<file path="src/decode_macros.svh">
// Decode pipeline sizing constants shared by the package and the RTL stages.
`ifndef DECODE_MACROS_SVH
`define DECODE_MACROS_SVH

// **************************************************
// Flow control
// **************************************************

`define QUEUE_DEPTH 4   // Opcode FIFO entries, also the upstream credits.
`define OUT_CREDITS 2   // Downstream credits after reset.

// **************************************************
// Step counter
// **************************************************

`define XPT_WIDTH 4     // Width of the XPT step number.

`endif

</file>
<file path="src/decodePkg.sv">
// Decode pipeline types: opcode and step vectors, control word and stream beats.
`default_nettype none

`include "decode_macros.svh"

package decodePkg;

    typedef logic [7:0] opIndex_t;                  // ITABLE.
    typedef logic [`XPT_WIDTH-1:0] stepIndex_t;     // XPT.
    typedef logic [2:0] slotMask_t;                 // One-hot slot 0/1/2.

    // **************************************************
    // Control word, one per execution step
    // **************************************************

    typedef struct packed {
        slotMask_t readSlot;        // R0/R1/R2.
        slotMask_t writeSlot;       // W0/W1/W2.
        logic selectOld;
        logic selectAdt1;
        logic invertIn;
        logic writeL;
        logic writeH;
        logic writeIxHigh;
        logic writeIyHigh;
        logic writeIxLow;
        logic writeIyLow;
        logic decSp;
        logic selectAdSp;
        logic selectDtPcHigh;
        logic selectDtPcLow;
        logic writePcHigh;
        logic writePcLow;
        logic selectOldLow;
        logic nop;
        logic lastStep;             // Final step of the opcode.
    } controlWord_t;

    typedef struct packed {
        logic valid;
        opIndex_t opIndex;
    } opBeat_t;

    typedef struct packed {
        logic valid;
        opIndex_t opIndex;
        stepIndex_t step;
        controlWord_t control;
    } microOp_t;

    typedef enum logic {
        idle,
        stepping
    } seqState_t;

endpackage

`default_nettype wire

</file>
<file path="src/transferGroupDecoder.sv">
// Transfer group decoder leaf for opcodes 000 0 1xx1, two steps: read slot then write slot.
`default_nettype none

module transferGroupDecoder (
    input  wire                          enable,
    input  wire  decodePkg::opIndex_t    opIndex,
    input  wire  decodePkg::stepIndex_t  step,
    output decodePkg::controlWord_t      control
);
    import decodePkg::*;

    logic [1:0] r;
    slotMask_t slotBit;

    assign r = opIndex[2:1];
    assign slotBit = slotMask_t'(3'b001 << r);  // Empty when r is 3.

    always_comb begin
        control = '0;
        if (enable) begin
            case (step)
                stepIndex_t'(0): begin
                    control.selectOld = 1'b1;
                    control.readSlot = slotBit;
                    control.invertIn = (r == 2'd3);
                end
                stepIndex_t'(1): begin
                    control.writeSlot = slotBit;
                    control.writeL = !r[0];
                    control.writeH = r[0];
                    control.writeIxHigh = (r == 2'd2);
                    control.writeIyHigh = (r == 2'd3);
                    control.lastStep = 1'b1;
                end
                default: begin
                    control = '0;
                end
            endcase
        end
    end

endmodule

`default_nettype wire

</file>
<file path="src/stackGroupDecoder.sv">
// Stack group decoder leaf for opcodes 000 1 1xx1, three steps through SP and PC.
`default_nettype none

module stackGroupDecoder (
    input  wire                          enable,
    input  wire  decodePkg::opIndex_t    opIndex,
    input  wire  decodePkg::stepIndex_t  step,
    output decodePkg::controlWord_t      control
);
    import decodePkg::*;

    logic [1:0] r;

    assign r = opIndex[2:1];

    always_comb begin
        control = '0;
        if (enable) begin
            case (step)
                stepIndex_t'(0): begin
                    control.decSp = 1'b1;
                    control.selectAdSp = 1'b1;
                    control.selectDtPcHigh = 1'b1;   // PC high byte first.
                    control.writeSlot = 3'b001;
                end
                stepIndex_t'(1): begin
                    control.decSp = 1'b1;
                    control.selectAdSp = 1'b1;
                    control.selectDtPcLow = 1'b1;
                    control.writeSlot = 3'b010;
                end
                stepIndex_t'(2): begin
                    control.writePcHigh = 1'b1;
                    control.writePcLow = 1'b1;
                    control.selectOldLow = 1'b1;
                    control.writeIxLow = (r == 2'd2);
                    control.writeIyLow = (r == 2'd3);
                    control.nop = (r == 2'd0);
                    control.lastStep = 1'b1;
                end
                default: begin
                    control = '0;
                end
            endcase
        end
    end

endmodule

`default_nettype wire

</file>
<file path="src/microDecoder.sv">
// Root decoder node for 000x1xx1: splits on ITABLE[4] and merges the two group decoders.
`default_nettype none

module microDecoder (
    input  wire  decodePkg::opIndex_t    opIndex,
    input  wire  decodePkg::stepIndex_t  step,
    output decodePkg::controlWord_t      control
);
    import decodePkg::*;

    logic familyHit;
    controlWord_t transferCtl;
    controlWord_t stackCtl;

    assign familyHit = (opIndex[7:5] == 3'b000) && opIndex[3] && opIndex[0];

    transferGroupDecoder transferGroup (
        .enable  (familyHit && !opIndex[4]),   // 000 0 1xx1.
        .opIndex (opIndex),
        .step    (step),
        .control (transferCtl)
    );

    stackGroupDecoder stackGroup (
        .enable  (familyHit && opIndex[4]),    // 000 1 1xx1.
        .opIndex (opIndex),
        .step    (step),
        .control (stackCtl)
    );

    always_comb begin
        control = '0;
        if (familyHit) begin
            // Lines driven by both groups.
            control.readSlot    = transferCtl.readSlot | stackCtl.readSlot;
            control.writeSlot   = transferCtl.writeSlot | stackCtl.writeSlot;
            control.writeIxHigh = transferCtl.writeIxHigh | stackCtl.writeIxHigh;
            control.writeIyHigh = transferCtl.writeIyHigh | stackCtl.writeIyHigh;
            control.selectOld   = transferCtl.selectOld | stackCtl.selectOld;
            control.lastStep    = transferCtl.lastStep | stackCtl.lastStep;
            // Transfer only.
            control.selectAdt1 = transferCtl.selectAdt1;
            control.invertIn   = transferCtl.invertIn;
            control.writeL     = transferCtl.writeL;
            control.writeH     = transferCtl.writeH;
            // Stack only.
            control.writeIxLow     = stackCtl.writeIxLow;
            control.writeIyLow     = stackCtl.writeIyLow;
            control.decSp          = stackCtl.decSp;
            control.selectAdSp     = stackCtl.selectAdSp;
            control.selectDtPcHigh = stackCtl.selectDtPcHigh;
            control.selectDtPcLow  = stackCtl.selectDtPcLow;
            control.writePcHigh    = stackCtl.writePcHigh;
            control.writePcLow     = stackCtl.writePcLow;
            control.selectOldLow   = stackCtl.selectOldLow;
            control.nop            = stackCtl.nop;
        end else begin
            control.nop = 1'b1;         // Single-step no-operation.
            control.lastStep = 1'b1;
        end
    end

endmodule

`default_nettype wire

</file>
<file path="src/opcodeQueue.sv">
// Opcode FIFO, stage 1: buffers credited opcode beats and returns a credit per retired opcode.
`default_nettype none

`include "decode_macros.svh"

module opcodeQueue (
    input  wire                       clk,
    input  wire                       reset,
    input  wire  decodePkg::opBeat_t  inOp,
    input  wire                       pop,
    output decodePkg::opBeat_t        headOp,
    output logic                      inCredit
);
    import decodePkg::*;

    localparam int PtrWidth   = $clog2(`QUEUE_DEPTH);
    localparam int CountWidth = $clog2(`QUEUE_DEPTH + 1);
    localparam logic [PtrWidth-1:0]   LastSlot  = PtrWidth'(`QUEUE_DEPTH - 1);
    localparam logic [CountWidth-1:0] FullCount = CountWidth'(`QUEUE_DEPTH);

    opIndex_t queueMem [`QUEUE_DEPTH];
    logic [PtrWidth-1:0] wrPtr;
    logic [PtrWidth-1:0] rdPtr;
    logic [CountWidth-1:0] count;

    always_ff @(posedge clk) begin
        if (inOp.valid) begin
            queueMem[wrPtr] <= inOp.opIndex;
        end
    end

    always_ff @(posedge clk) begin
        if (reset) begin
            wrPtr <= '0;
            rdPtr <= '0;
            count <= '0;
            inCredit <= 1'b0;
        end else begin
            if (inOp.valid) begin
                wrPtr <= (wrPtr == LastSlot) ? '0 : wrPtr + 1'b1;
            end
            if (pop) begin
                rdPtr <= (rdPtr == LastSlot) ? '0 : rdPtr + 1'b1;
            end
            case ({inOp.valid, pop})
                2'b10: count <= count + 1'b1;
                2'b01: count <= count - 1'b1;
                default: count <= count;
            endcase
            inCredit <= pop;    // One credit per retired opcode.
        end
    end

    assign headOp.valid   = (count != '0);
    assign headOp.opIndex = queueMem[rdPtr];

    // Producer must hold a credit, so a full queue never sees a write.
    noWriteWhenFull: assert property (@(posedge clk) disable iff (reset)
        !(inOp.valid && count == FullCount))
        else $error("opcode written into a full queue");

    noPopWhenEmpty: assert property (@(posedge clk) disable iff (reset)
        pop |-> count != '0)
        else $error("pop from an empty opcode queue");

endmodule

`default_nettype wire

</file>
<file path="src/stepSequencer.sv">
// Step sequencer for stage 2 that walks the head opcode through its XPT steps via the decoder tree.
`default_nettype none

module stepSequencer (
    input  wire                       clk,
    input  wire                       reset,
    input  wire  decodePkg::opBeat_t  headOp,
    input  wire                       accept,
    output logic                      pop,
    output decodePkg::microOp_t       stepOp
);
    import decodePkg::*;

    seqState_t state;
    stepIndex_t xpt;
    controlWord_t control;
    logic advance;

    microDecoder decoder (
        .opIndex (headOp.opIndex),
        .step    (xpt),
        .control (control)
    );

    assign advance = headOp.valid && accept;    // Step taken by issue stage.
    assign pop     = advance && control.lastStep;

    assign stepOp = '{
        valid:   headOp.valid,
        opIndex: headOp.opIndex,
        step:    xpt,
        control: control
    };

    always_ff @(posedge clk) begin
        if (reset) begin
            state <= idle;
            xpt <= '0;
        end else if (advance) begin
            if (control.lastStep) begin
                state <= idle;
                xpt <= '0;
            end else begin
                state <= stepping;
                xpt <= xpt + 1'b1;
            end
        end
    end

    // The longest group has three steps.
    xptInRange: assert property (@(posedge clk) disable iff (reset)
        xpt <= stepIndex_t'(2))
        else $error("XPT passed 2 for opcode %h", headOp.opIndex);

    // The queue holds the opcode until its last step has left.
    headHeldWhileStepping: assert property (@(posedge clk) disable iff (reset)
        state == stepping |-> headOp.valid)
        else $error("head opcode lost in the middle of its steps");

endmodule

`default_nettype wire

</file>
<file path="src/issueStage.sv">
// Issue stage for stage 3 that registers accepted micro-ops and tracks downstream credits.
`default_nettype none

`include "decode_macros.svh"

module issueStage (
    input  wire                        clk,
    input  wire                        reset,
    input  wire  decodePkg::microOp_t  stepOp,
    input  wire                        outCredit,
    output logic                       accept,
    output decodePkg::microOp_t        outOp
);
    localparam int CreditWidth = $clog2(`OUT_CREDITS + 1);
    localparam logic [CreditWidth-1:0] MaxCredits = CreditWidth'(`OUT_CREDITS);

    logic [CreditWidth-1:0] creditCount;
    logic send;

    assign accept = (creditCount != '0);
    assign send   = stepOp.valid && accept;

    always_ff @(posedge clk) begin
        if (send) begin
            outOp.opIndex <= stepOp.opIndex;
            outOp.step <= stepOp.step;
            outOp.control <= stepOp.control;
        end
        if (reset) begin
            outOp.valid <= 1'b0;
            creditCount <= MaxCredits;
        end else begin
            outOp.valid <= send;
            case ({send, outCredit})
                2'b10: creditCount <= creditCount - 1'b1;
                2'b01: creditCount <= creditCount + 1'b1;
                default: creditCount <= creditCount;   // Spend and return cancel.
            endcase
        end
    end

    // The consumer returns no more credits than it was given.
    creditBounded: assert property (@(posedge clk) disable iff (reset)
        creditCount <= MaxCredits)
        else $error("downstream credit count above %0d", `OUT_CREDITS);

endmodule

`default_nettype wire

</file>
<file path="src/decodePipeTop.sv">
// Micro-operation decode pipeline top: opcode queue, step sequencer and issue stage.
`default_nettype none

module decodePipeTop (
    input  wire                       clk,
    input  wire                       reset,
    input  wire  decodePkg::opBeat_t  inOp,
    output wire                       inCredit,
    output wire  decodePkg::microOp_t outOp,
    input  wire                       outCredit
);
    import decodePkg::*;

    opBeat_t headOp;
    microOp_t stepOp;
    logic pop;
    logic accept;

    opcodeQueue queue (
        .clk      (clk),
        .reset    (reset),
        .inOp     (inOp),
        .pop      (pop),
        .headOp   (headOp),
        .inCredit (inCredit)
    );

    stepSequencer sequencer (
        .clk    (clk),
        .reset  (reset),
        .headOp (headOp),
        .accept (accept),
        .pop    (pop),
        .stepOp (stepOp)
    );

    issueStage issue (
        .clk       (clk),
        .reset     (reset),
        .stepOp    (stepOp),
        .outCredit (outCredit),
        .accept    (accept),
        .outOp     (outOp)
    );

endmodule

`default_nettype wire

</file>
<file path="config.mk">
export PLATFORM = sky130hd
export DESIGN_NAME = decodePipeTop
export DESIGN_NICKNAME = d
export VERILOG_FILES = /design/src/decodePkg.sv /design/src/transferGroupDecoder.sv /design/src/stackGroupDecoder.sv /design/src/microDecoder.sv /design/src/opcodeQueue.sv /design/src/stepSequencer.sv /design/src/issueStage.sv /design/src/decodePipeTop.sv
export VERILOG_INCLUDE_DIRS = /design/src
export SDC_FILE = /design/constraint.sdc
export NUM_CORES = 1
export LEC_CHECK = 0
export ABC_AREA = 1
export BUFFER_PORTS_ARGS = -buffer_cell sky130_fd_sc_hd__buf_2
export CORE_UTILIZATION = 50
export DETAILED_ROUTE_END_ITERATION = 16
export PLACE_DENSITY = 0.72
export SYNTH_ARGS = -nofsm -noshare
export SYNTH_HDL_FRONTEND = slang
export SYNTH_SLANG_ARGS = --single-unit
export TNS_END_PERCENT = 20
</file>
<file path="constraint.sdc">
create_clock -name clk -period 3.6 [get_ports clk]
set_clock_uncertainty 0.1 [all_clocks]
set_input_delay 0.54 -clock clk [delete_from_list [all_inputs] [get_ports clk]]
set_output_delay 0.54 -clock clk [all_outputs]
set_load 0.05 [all_outputs]
</file>
* After elaboration in Yosys (flattened, before gate mapping)
Memories as Yosys holds them, arrays and structs flattened. A register that Yosys moved wholly into a read port is not among the register bits.
Index checks and enable logic that the tools add are counted.
** Word-level totals
- Flip-flop bits (word level) :: 51
- Bits in latches :: 0
- RAM bits :: 32
- Bits in read-only memories :: 0
- Output and inout port bits :: 38
- Word-level logic and storage cells :: 96
- Memories kept :: 1
** Operators by class
- Add/sub/neg operators :: 7
- Multipliers :: 0
- Divide/modulo/power cells :: 0
- $lt $le $gt $ge :: 0
- Equality and inequality tests :: 10
- Shift-type cells :: 1
- Muxes and demuxes :: 22
- Bitwise operators :: 6
- Reductions and logical operators :: 20
** Memory list
- queue.queueMem :: words 4, bits a word 8, read ports 1, clocked after memory_dff 1, write ports 1, RTL line opcodeQueue.sv:21 : opIndex_t queueMem [`QUEUE_DEPTH];
** Operators by type and width (count)
- two-way mux 24 bit :: 1
- two-way mux 20 bit :: 1
- equality test 2 bit, second input constant :: 6
- two-way mux 2 bit :: 6
- AND reduction 3 bit :: 3
- two-way mux 4 bit :: 2
- one-hot mux 2 bit (2 select lines) :: 2
- adder 2 x 1 -> 2 bit, second input constant :: 3
- logical AND 1 bit :: 6
- two-way mux 1 bit :: 6
- two-way mux 3 bit :: 2
- one-hot mux 3 bit (2 select lines) :: 1
- nonzero test 2 bit :: 3
- two-way mux 5 bit :: 1
- adder 4 x 1 -> 4 bit, second input constant :: 1
- equality test 2 x 1 -> 1 bit, second input constant :: 2
- equality test 4 x 1 -> 1 bit, second input constant :: 1
- equality test 4 x 2 -> 1 bit, second input constant :: 1
- logical NOT 4 bit :: 1
- OR 1 bit :: 4
- adder 3 x 1 -> 3 bit, second input constant :: 1
- logical NOT 3 bit :: 1
- OR 3 bit :: 1
- OR 3 bit, second input constant :: 1
- other kinds (8) :: 9

* Longest topological paths before layout
- Depth in word-level cells :: 10
- Mapped depth :: 19

* Hierarchy
Synthesis repeated with hierarchy kept, for this count alone.
** Second synthesis, totals
- Cells, all modules :: 364
- Area, all modules :: 3961.3 sq um
** By module, submodules not included
- opcodeQueue :: instances 1, cells each 137, area each 1672.9 sq um, sequential area each 1161.1 sq um
- issueStage :: instances 1, cells each 57, area each 1234.9 sq um, sequential area each 1141.1 sq um
- microDecoder :: instances 1, cells each 56, area each 366.6 sq um, sequential area each 0.0 sq um
- stepSequencer :: instances 1, cells each 40, area each 275.3 sq um, sequential area each 80.1 sq um
- stackGroupDecoder :: instances 1, cells each 37, area each 210.2 sq um, sequential area each 0.0 sq um
- transferGroupDecoder :: instances 1, cells each 37, area each 201.4 sq um, sequential area each 0.0 sq um

* Worst setup path after synthesis
No wires, ideal clock.
- Kind :: flip-flop to flip-flop
- From :: reg issue.creditCount[0]
- To :: reg queue.count[2]
- Setup time :: 122 ps
- Data arrival time :: 2513 ps
- Setup slack :: 865 ps
- Stages on the path, launching flop included :: 12
- Buffers on the path :: 0
- Period minus slack after synthesis :: 2735 ps
- Cells stage by stage :: dfxtp_1 > or2_2 > nand2_1 > inv_1 > nand2_4 > inv_1 > ha_1 > fa_1 > a21oi_1 > o21ai_0 > o21ai_0 > a21oi_1
** On the way
- Longest elaborated chain between the ends :: 5
- Elaborated cells between the ends (all ways) :: 7
** Ends and longest elaborated chain
- start, declared :: RTL line issueStage.sv:17 : logic [CreditWidth-1:0] creditCount;
- start signal, assigned :: RTL line issueStage.sv:31 : creditCount <= MaxCredits;
- start signal, assigned :: RTL line issueStage.sv:35 : 2'b10: creditCount <= creditCount - 1'b1;
- start signal, assigned :: RTL line issueStage.sv:36 : 2'b01: creditCount <= creditCount + 1'b1;
- nonzero test 2 bit * :: RTL line issueStage.sv:20 : assign accept = (creditCount != '0);
- logical AND 1 bit *
- via issue.send :: RTL line issueStage.sv:18 : logic send;
- logical AND 1 bit * :: RTL line stepSequencer.sv:26 : assign pop = advance && control.lastStep;
- via pop :: RTL line decodePipeTop.sv:16 : logic pop;
- equality test 2 x 1 -> 1 bit or equality test 2 bit (tied branches) :: RTL line opcodeQueue.sv:45 : case ({inOp.valid, pop})
- one-hot mux 3 bit (2 select lines) or nonzero test 2 bit (tied branches)
- end signal, assigned :: RTL line opcodeQueue.sv:46 : 2'b10: count <= count + 1'b1;
- end signal, assigned :: RTL line opcodeQueue.sv:47 : 2'b01: count <= count - 1'b1;
- end signal, assigned :: RTL line opcodeQueue.sv:48 : default: count <= count;
- end, declared :: RTL line opcodeQueue.sv:24 : logic [CountWidth-1:0] count;
The timed path passes the listed nets; every way through them passes the cells marked *.
A chain may end at the register's enable or synchronous reset.

==> results_dict.tcl <==
set metrics [dict create \
    detail-route-antenna-nets 0 \
    slowest_delay_ns 0.48 \
    cts_hold_buf 0 \
    multi_input_area_sq_um 823 \
    fin_crit_sh_pct 83.1 \
    yosysSeqAreaShare_pct 68.1 \
    dp_cells 395 \
    ios 50 \
    area.growth.synth_to_final_pct 15.1 \
    grt_pass1_wl_mm 8.97 \
    final_common_cell "edfxtp_1" \
    synth_area_leaders "edfxtp_1 (58%), dfxtp_1 (10%), nand2_1 (5.7%)" \
    syn-num-nets 300 \
    worstSetupPathType "register to register" \
    worstPathRequired_ns 3.73 \
    slew_violations 0 \
    status "finished, final reports clean" \
    start_util_pct 51.6 \
    n_antenna_cell 0 \
    cts_buffers 9 \
    fillers 514 \
    relSlewSlack_pct 59.8 \
    clockBufferDepth 2 \
    drt_iter0_drc 87 \
    worst_r2r_endpoint "queue.count[2]" \
    yosys.area.top_type "edfxtp_1" \
    die_w_um 82.9 \
    antenna_found_initial 0 \
    grt_pass1_vias 1907 \
    fmaxAchievable_mhz 334 \
    die_area_sq_um 6880 \
    worst_ep_arrival_time_ns 3.12 \
    synth-main-ff-cell "edfxtp_1" \
    hold_end "queue.queueMem[1][3]" \
    rrSetupSlack_ns 0.61 \
    num_rows 29 \
    worst_pin_slew_ns 0.603 \
    clkTransAtPathRegs_ns 0.08 \
    cp-end-kind "register" \
    wl_per_cell_um 13.2 \
    netlist_area_sq_um 3280 \
    async_reset_ff_share_pct 0 \
    syn-mean-instance-area_sq_um 11.9 \
    min-delay-start "inOp[3]" \
    synth_edf_count 63 \
    via_per_inst 5.03 \
    cts_setup_buffers 0 \
    dpl.hpwl_mm 3.85 \
    first_pass_iters 4 \
    routabilityCongestion 0.794 \
    finalWirelength_mm 5.42 \
    drc_errors 0 \
    synth-seq-cells 80 \
    mostFrequentLayoutCells "edfxtp_1 (63), nand2_1 (50), buf_2 (48), inv_1 (38), nor2_1 (21)" \
    tns_ns 0 \
    timing.hold.ws_ns 0.302 \
    final_core_util_pct 59.4 \
    core-area_sq_um 6350 \
    cts_tree "yes" \
    cts_resized 0 \
    cts.sinks 80 \
    maxCapViolCount 0 \
    cts_root_buffer "clkbuf_8" \
    rsz0062_at_grt "false" \
    grt_usage_pct 17.1 \
    path_delay_family "compound AO/OA/AOI/OAI gates" \
    path_buf_inv 2 \
    cp_max_fo 17 \
    cpMaxStageDelayCell "dfxtp_1" \
    hold_viol 0 \
    final_nets 353 \
    dr_total_vias 2068 \
    grt.overflow.total 0 \
    drive_gt1_share_pct 23.7 \
    ff_latch_area_sq_um 2230 \
    die_h_um 82.9 \
    crit_chain "inv_4 > nand2_1 > nand2_1 > nand2_1 > o21ai_1 > nor2_4 > nand2_2 > a21oi_2 > nand2_2 > nand2_4 > inv_1 > ha_1 > fa_1 > a21oi_1 > o21ai_0 > o21ai_0 > a21oi_1" \
    clk_latency_ns 0.35 \
    reg2reg_depth 17 \
    hold_path_class "input port to register" \
    hold_path_depth 1 \
    port_buffers 48 \
    setup_violations 0 \
    worst_setup_path_start_kind "register" \
    yosys_warnings 0 \
    htree_num_levels 3 \
    synthDistinctLibCells 31 \
    period_needed_ns 2.99 \
    path_common_cell "nand2_1" \
    grt_max_degree 36 \
    syn_inst 276 \
    fin_cells 411 \
    synth_top_area_share_pct 57.8 \
]
-- kinds of logic (layout without fill, tap and decap cells) --
kind of cell | count (synthesis) | in the layout | synth area share [%]
flops | 80 | 80 | 68.1
xor+xnor | 3 | 3 | 0.802
other cells | 1 | 1 | 0.114
simple gates | 102 | 102 | 14.2
fa+ha+maj | 12 | 12 | 4.81
compound gates | 30 | 30 | 5.20
buf+inv | 48 | 106 | 6.72
-- metal layers --
| layer | vias up | global-route usage [%] | share of wire, % |
|---|---|---|---|
| met1 | 967 | 22.3 | 46 |
| met5 | - | 0 | 0 |
| met3 | 10 | 5.27 | 5.2 |
| met2 | 68 | 25.9 | 46 |
| met4 | 0 | 8.46 | 2.2 |
| li1 | 1023 | - | - |
-- Yosys cell counts, types with 3 or more instances --
cell	count
edfxtp_1	63
nand2_1	50
inv_1	38
nor2_1	21
dfxtp_1	17
a21oi_1	12
ha_1	11
nand3_1	11
o21ai_0	8
buf_4	6
nor3_1	5
nand2_2	4
o21ai_1	4
xor2_1	3
-- how the worst max path moves through the flow --
| stage | startpoint | end | cells after the start |
|---|---|---|---|
| finish | register | queue.count[2] | 17 |
| global route | register | queue.count[2] | 17 |
| CTS | register | queue.count[2] | 17 |
| detailed placement | register | queue.count[2] | 17 |
| global placement | register | queue.count[2] | 17 |
| floorplan | issue.creditCount[0] | queue.count[2] | 11 |
-- cell type report --
type                    count  area share (%)
repair buffers             50            6.77
clock buffers              10            3.38
flip-flops and latches     80            59.2
clock inverters             6            2.22
well taps                  77            2.55
inverters                  40            4.05
multi-input cells         148            21.8
-- registers in the layout, summed over array words and instances, names as in the netlist, named ones only --
register / cells
queue.inCredit: 1
sequencer.xpt: 4
queue.queueMem: 32
issue.creditCount: 2
queue.count: 3
queue.wrPtr: 2
issue.outOp: 32
queue.rdPtr: 2
-- stage by stage --
stage               area (sq um)  setup WS, ns
CTS                         3770         0.652
floorplan                   3280         0.865
finish                      3770         0.609
global route                3770         0.369
detailed placement          3560         0.680
global placement            3560         0.796
Power is left out: the tool's default activity adds up to more than one toggle a clock period on the data nets, which glitch-free logic cannot reach.
